### config.mk
export PLATFORM = sky130hd
export DESIGN_NAME = bbox_iterator
export DESIGN_NICKNAME = d
export VERILOG_FILES = /design/src/rtl/raster_pkg.sv /design/src/rtl/sample_stepper.sv /design/src/rtl/iterate_ctrl.sv /design/src/rtl/bbox_iterator.sv
export SDC_FILE = /design/constraint.sdc
export NUM_CORES = 1
export LEC_CHECK = 0
export BUFFER_PORTS_ARGS = -buffer_cell sky130_fd_sc_hd__buf_4
export CORE_AREA = 2 2 280 282
export DETAILED_ROUTE_END_ITERATION = 16
export DIE_AREA = 0 0 282 284
export SLEW_MARGIN = 20
export SYNTH_ARGS = -nofsm -noshare
export SYNTH_HDL_FRONTEND = slang
export SYNTH_SLANG_ARGS = --single-unit
### constraint.sdc
create_clock -name clk -period 20.2 [get_ports clk]
set_input_delay 4.04 -clock clk [delete_from_list [all_inputs] [get_ports clk]]
set_output_delay 4.04 -clock clk [all_outputs]
set_load 0.02 [all_outputs]
### src/rtl/raster_pkg.sv
package raster_pkg;

    // Fixed point format shared by the raster pipeline
    // Upper SIGFIG-RADIX bits hold the integer part, lower RADIX bits the fraction
    localparam int SIGFIG = 24;
    localparam int RADIX  = 10;

    // Triangle geometry and color layout
    localparam int VERTS  = 3;
    // x, y and z per vertex
    localparam int AXIS   = 3;
    localparam int COLORS = 3;

    // One-hot subsample code to step size
    // Code 1000 shifted by RADIX-3 lands on bit RADIX, one whole pixel
    localparam int STEP_SHIFT = RADIX - 3;

    // Signed screen or depth position
    typedef logic signed [SIGFIG-1:0] coord_t;

    // Unsigned color channel
    typedef logic [SIGFIG-1:0] chan_t;

    // Multisample code
    // 1000 = 1x, 0100 = 4x, 0010 = 16x, 0001 = 64x
    typedef logic [3:0] subsample_t;

    // Sample location on screen
    typedef struct packed {
        coord_t x;
        coord_t y;
    } point_t;

    // Triangle vertex with depth
    typedef struct packed {
        coord_t x;
        coord_t y;
        coord_t z;
    } vertex_t;

    // Bounding box, lower-left and upper-right corners
    typedef struct packed {
        point_t ll;
        point_t ur;
    } box_t;

    // Triangle payload carried with every sample
    typedef struct packed {
        vertex_t [VERTS-1:0] verts;
        chan_t   [COLORS-1:0] color;
    } prim_t;

    // Iterator FSM states
    typedef enum logic {
        WAIT_STATE,
        TEST_STATE
    } state_t;

endpackage

### src/rtl/sample_stepper.sv
module sample_stepper (
    // Current sample and the box being walked
    input  raster_pkg::point_t     sample,
    input  raster_pkg::box_t       box,
    // Multisample code, sets the step size
    input  raster_pkg::subsample_t subsample,
    // Next position in the walk
    output raster_pkg::point_t     next_walk,
    // Current sample is the last one of the box
    output logic                   at_end
);

    // Step in fixed point
    raster_pkg::coord_t step;

    // Edge tests on the current sample
    logic at_right;
    logic at_top;

    // Candidate positions
    raster_pkg::point_t step_right;
    raster_pkg::point_t row_up;

    // One-hot code moved up into the fraction bits
    // 1000 gives a pixel, 0001 an eighth of a pixel
    assign step = raster_pkg::coord_t'(subsample) << raster_pkg::STEP_SHIFT;

    // Signed compares, box corners may sit left of or below the origin
    assign at_right = (sample.x >= box.ur.x);
    assign at_top   = (sample.y >= box.ur.y);

    // Move one step along the row
    always_comb begin
        step_right.x = sample.x + step;
        step_right.y = sample.y;
    end

    // Wrap back to the left edge, one row higher
    always_comb begin
        row_up.x = box.ll.x;
        row_up.y = sample.y + step;
    end

    // Left to right, then bottom to top
    always_comb begin
        if (at_right) begin
            next_walk = row_up;
        end else begin
            next_walk = step_right;
        end
    end

    // Top right corner reached
    assign at_end = at_right && at_top;

endmodule

### src/rtl/iterate_ctrl.sv
module iterate_ctrl (
    input  logic               clk,
    input  logic               rst,
    // Triangle and box from upstream
    input  raster_pkg::prim_t  prim_in,
    input  raster_pkg::box_t   box_in,
    input  logic               valid_tri,
    // Walk step from the stepper
    input  raster_pkg::point_t next_walk,
    input  logic               at_end,
    // Captured triangle and box
    output raster_pkg::prim_t  prim_out,
    output raster_pkg::box_t   box,
    // Sample under test
    output raster_pkg::point_t sample,
    output logic               valid_samp,
    // Active low hold for the upstream stage
    output logic               halt_n
);

    // Wait or test
    raster_pkg::state_t state;
    raster_pkg::state_t next_state;

    // Next values of the data registers
    raster_pkg::prim_t  next_prim;
    raster_pkg::box_t   next_box;
    raster_pkg::point_t next_sample;

    // State transitions
    always_comb begin
        case (state)
            raster_pkg::WAIT_STATE: begin
                // A valid triangle starts a walk
                if (valid_tri) begin
                    next_state = raster_pkg::TEST_STATE;
                end else begin
                    next_state = raster_pkg::WAIT_STATE;
                end
            end
            raster_pkg::TEST_STATE: begin
                // Last sample of the box ends the walk
                if (at_end) begin
                    next_state = raster_pkg::WAIT_STATE;
                end else begin
                    next_state = raster_pkg::TEST_STATE;
                end
            end
            default: begin
                next_state = raster_pkg::WAIT_STATE;
            end
        endcase
    end

    // Data path select
    always_comb begin
        if (state == raster_pkg::WAIT_STATE) begin
            // Track the inputs so an accept captures them directly
            next_prim   = prim_in;
            next_box    = box_in;
            // Walk starts at the lower-left corner
            next_sample = box_in.ll;
        end else begin
            // Hold the triangle while walking
            next_prim   = prim_out;
            next_box    = box;
            next_sample = next_walk;
        end
    end

    // Control registers
    always_ff @(posedge clk or posedge rst) begin
        if (rst) begin
            state      <= raster_pkg::WAIT_STATE;
            valid_samp <= 1'b0;
            halt_n     <= 1'b1;
        end else begin
            state      <= next_state;
            // Both follow the next state, so they stay complementary
            valid_samp <= (next_state == raster_pkg::TEST_STATE);
            halt_n     <= (next_state == raster_pkg::WAIT_STATE);
        end
    end

    // Payload and walk registers
    always_ff @(posedge clk) begin
        prim_out <= next_prim;
        box      <= next_box;
        sample   <= next_sample;
    end

endmodule

### src/rtl/bbox_iterator.sv
module bbox_iterator (
    input  logic                   clk,
    input  logic                   rst,
    // Upstream triangle, box and strobe
    input  raster_pkg::prim_t      prim_in,
    input  raster_pkg::box_t       box_in,
    input  logic                   valid_tri,
    // Multisample code, steady for the whole walk
    input  raster_pkg::subsample_t subsample,
    // Hold request to upstream, low while walking
    output logic                   halt_n,
    // To the sample test stage
    output raster_pkg::prim_t      prim_out,
    output raster_pkg::point_t     sample,
    output logic                   valid_samp
);

    // Box captured at accept
    raster_pkg::box_t   box;

    // Stepper results fed back into the controller
    raster_pkg::point_t next_walk;
    logic               at_end;

    // FSM and registers
    iterate_ctrl u_ctrl (
        .clk        (clk),
        .rst        (rst),
        .prim_in    (prim_in),
        .box_in     (box_in),
        .valid_tri  (valid_tri),
        .next_walk  (next_walk),
        .at_end     (at_end),
        .prim_out   (prim_out),
        .box        (box),
        .sample     (sample),
        .valid_samp (valid_samp),
        .halt_n     (halt_n)
    );

    // Combinational next sample and end test
    // Works on the registered sample, so the loop has one flop stage
    sample_stepper u_stepper (
        .sample    (sample),
        .box       (box),
        .subsample (subsample),
        .next_walk (next_walk),
        .at_end    (at_end)
    );

endmodule

# --- Yosys cells after proc, flatten, opt, wreduce, memory -nomap -nowiden ---
# Cells that the tools add are included.
# Widths: inputs -> output; s select.
op_classes:
  n_addsub: 2
  magnitude_cmp: 2
  reduce_logical: 1
  n_eq_ne: 1
  n_bitwise: 2
  n_mux: 5
ops:
  columns: ["operator", "count"]
  rows:
  - ["$mux 48", 2]
  - ["$add 24x12->24", 2]
  - ["$ge 24x24->1", 2]
  - ["$mux 1", 2]
  - ["$ne 2x1->1 const B", 1]
  - ["$not 1->1", 2]
  - ["$pmux 1 s2", 1]
  - ["$logic_and 1x1->1", 1]
word_totals:
  ff_bits: 410
  wordCells: 32

# --- Logic depth before layout (Yosys ltp) ---
depth:
  ltp_word: 5
  ltp_mapped: 10
  depth_no_buf: 9

# --- Cells and area by module ---
# From an unflattened synthesis, not the netlist that was laid out.
unflattened:
  cells_unflattened: 802
  hier_area_um2: 15626.2
modules_own_cells:
  columns: ["module", "n_inst", "area_each_um2", "cells_each", "seq_area_each_um2"]
  rows:
  - ["iterate_ctrl", 1, 13191.4, 492, 12543.3]
  - ["sample_stepper", 1, 2434.8, 310, 0.0]

# --- Least setup slack after synthesis ---
# Ideal clock, no wire load.
synth_path:
  path_kind: "register to register"
  startpoint: "reg u_ctrl.valid_samp (netlist name)"
  endpoint: "reg u_ctrl.box[0] (netlist name)"
  setup_ns: 0.866
  t_arrival_ns: 10.670
  path_stages_with_launch: 4
  path_slack_ns: 8.665
  synth_period_minus_slack_ns: 11.535
  path_cell_list: "dfrtp_1 -> clkbuf_1 -> inv_2 -> clkbuf_1"

==> metrics.md <==
| Metric | Value |
|---|---|
| Worst setup EP type | flop |
| Via Count | 10219 |
| Part of the power in registers | 39.6% |
| Sw Ratio | between 30 and 40% |
| Max Cap Viol | 0 |
| CTS Sinks | 410 |
| Distinct cell type count after synthesis | 50 |
| Rows | 102 |
| Avg Inst Size Synth | between 15 and 20 µm² |
| Tot GR Track Use | 14.4% |
| Clock tree root driver cell | clkbuf_16 |
| FF+latch count, synth | 410 |
| Initial antenna violation count | 31 |
| First-pass DRT Iterations | 5 |
| RSZ-0062 raised after global routing | no |
| Chip height | 284 µm |
| Post_cts resized | 0 |
| P per Cell Area | around 160 mW/mm² |
| Worst path slowest cell | a21oi_1 |
| CP Class | in2reg |
| Max Fclk | between 0.15 and 0.2 GHz |
| Pin slew with the least headroom to its limit | 1030 ps |
| Core Area | 0.0770 mm² |
| Top_reg_cell synth | edfxtp_1 |
| Wire per inst | 22.4 µm |
| Family with the most delay on the worst path | compound AO/OA/AOI/OAI gates |
| Clock tree from TritonCTS | built |
| Critical path buffer and inverter count | 1 |
| First-pass GRT wire length | roughly 81000 µm |
| Overflow after GRT | 0 |
| Tcrit/Tclk final | 28.8% |
| CTS Buf Count | 50 |
| Sequential share of the synthesized area | 81.5% |
| Vias in the first global route | 10944 |
| Max stage delay on crit path | 630 ps |
| Final setup fails | 0 |
| Final hold viol count | 0 |
| Synth Instances | 814 |
| Net switching power | about 0.0014 W |
| Die width | 282 µm |
| Final Critical Period | 5810 ps |
| Worst hold path class | reg2reg |
| Net Count, Synth | ~1300 |
| Post-synth EDFFs | 391 |
| Die ar. | 0.0801 mm² |
| Fraction of registers with async set/reset | 0.488% |
| Design area | 0.0233 mm² |
| DRT antenna net count | 0 |
| CTS hold repair buffers | 0 |
| Power Internal | 0.00233 W |
| Startpoint Class | input port |
| HPWL Detailed | 47900 µm |
| Placed cells | 2573 |
| Clock share of power | 24.3% |
| Max clock buf depth | 3 |
| DR iter-0 viols | 534 |
| Final WS setup | about 14000 ps |
| Crit-path max FO | 7 |
| Post-route setup TNS | 0 ps |
| Most common cell on crit path | a21oi_1 |
| Setup WS pre-CTS | 13810 ps |
| Max-slew violation count | 0 |
| Leakage power | 9.63 nW |
| Area after DPL | approximately 0.022 mm² |
| Layout area overhead | 56.2% |
| PortBufs | 728 |
| Postcts setup bufs | 0 |
| CP Cell Sequence | buf_4 > ha_1 > fa_1 > a21o_1 > a21oi_1 > nor4b_1 > xnor2_1 > a21oi_1 > a22o_1 |
| Mapped Area | between 0.01 and 0.015 mm² |
| Largest net degree at the start of global routing | between 100 and 150 |
| Post-layout util | 30.2% |
| Io pins | 729 |
| Clock Latency Late Sink | around 590 ps |
| CTS clk-pin slew, worst paths | 60 ps |
| Final WL | roughly 60000 µm |
| Comb power frac | 36.2% |
| Via-to-Cell Ratio | 3.83 |
| H-Tree Depth | 2 |
| Arrival @ worst endpoint | 6290 ps |
| WP data required | approximately 21000 ps |
| GP Congestion | 0.896 |
| Layout Cells excl Fill | 2667 |
| Residual DRC | 0 |
| Share of cells above drive strength 1 | 50.6% |
| Status | completed |
| YS warnings | 0 |
| Worst Skew | ~14 ps |
| Max-slew headroom | a little over 30% |
| Final #Nets | 2034 |
| Initial Util | 19.4% |
| Maximum VDD drop | 0.0755 mV |
through the flow:
stage               hold slack [ps]  power [W]
finish                          531    0.00370
global route                    567    0.00390
CTS                             535    0.00378
detailed placement              520    0.00285
global placement                509    0.00282
floorplan                       496    0.00231
cell usage after synthesis (7+ instances only):
cell / instances / area, µm²
o31ai_1: 7 / 52.6
dfxtp_1: 17 / 340
ha_1: 56 / 701
nand2_1: 40 / 150
nor2_1: 15 / 56.3
xnor2_1: 27 / 236
edfxtp_1: 391 / 11700
nand4_1: 12 / 75.1
a22o_1: 13 / 114
clkbuf_1: 10 / 37.5
a21o_1: 10 / 75.1
a21oi_1: 41 / 205
nor2b_1: 12 / 75.1
nand3_1: 8 / 40.0
o21ai_0: 8 / 40.0
o2bb2ai_1: 13 / 114
inv_1: 59 / 221
nor3_1: 8 / 40.0
power groups by stage:
stage | logic [W] | clock network [W] | registers [W]
3_3_place_gp | 0.00134 | 0 | 0.00148
2_1_floorplan | 0.000458 | 0 | 0.00185
5_1_grt | 0.00144 | 0.000961 | 0.00149
3_5_place_dp | 0.00137 | 0 | 0.00148
4_1_cts | 0.00137 | 0.000934 | 0.00147
6_report | 0.00134 | 0.000898 | 0.00146
registers in the layout (all words and copies together), names as in the netlist:
register and count:
u_ctrl.valid_samp 1, u_ctrl.halt_n 1, u_ctrl.sample 48, u_ctrl.box 72, u_ctrl.prim_out 288
layer usage:
layer | vias up | global-route usage, % | share of wire (%)
met2 | 444 | 24.0 | 48
met4 | 56 | 5.24 | 3.6
met5 | - | 0 | 0.59
li1 | 4659 | - | -
met1 | 4929 | 14.9 | 35
met3 | 131 | 8.36 | 13
cell type report:
cell class	count	area (µm²)
diodes	2	5.00
clock buffers	59	1310
clock inverters	33	312
fillers	7666	53700
inverters	60	233
multi-input cells	328	2450
flip-flops and latches	410	12100
well taps	1040	1300
repair buffers	735	5520
worst register-to-register path, delay by kind of cell (launching register included):
| family | cells | cell delay (ps) |
|---|---|---|
| simple gates | 2 | 670 |
| compound gates | 3 | 1160 |
| fa+ha+maj | 1 | 320 |
| flops | 1 | 460 |
| buf+inv | 2 | 920 |
kinds of logic after synthesis:
logic type               after synthesis  synth area share [%]
flip-flops                           410                  81.5
AND/OR/NAND/NOR                      125                  4.31
AO/OA/AOI/OAI                        112                  5.17
buffers and inverters                 76                  2.09
adder cells (fa/ha/maj)               58                  4.97
XOR/XNOR                              28                  1.65
multiplexers                           5                 0.336
path summary, 6_finish.rpt:
check                               endpoint         startpoint  depth (start not counted)  slack [ps]
setup / recovery           u_ctrl.sample[47]       subsample[0]                          9       14390
hold / removal             u_ctrl.sample[36]     u_ctrl.box[84]                          2         530
setup reg to reg            u_ctrl.sample[9]  u_ctrl.sample[25]                          8       16410
hold reg to reg            u_ctrl.sample[36]     u_ctrl.box[84]                          2         530
max in group asynchronous      u_ctrl.halt_n                rst                          2       16700
min in group asynchronous  u_ctrl.valid_samp                rst                          2        3300
placed cells by master, fill, tap and decap left out, types with 9 or more instances in the layout:
master     netlist  final
buf_4            1    734
inv_1           59     59
nor2_1          15     15
nor2b_1         12     12
clkinv_1         0      9
edfxtp_1       391    391
clkbuf_16        0     51
a21o_1          10     10
a22o_1          13     13
dfxtp_1         17     17
ha_1            56     56
o2bb2ai_1       13     13
a21oi_1         41     41
nand4_1         12     12
nand2_1         40     40
xnor2_1         27     27
No activity file was read; power rests on OpenSTA's default activity.
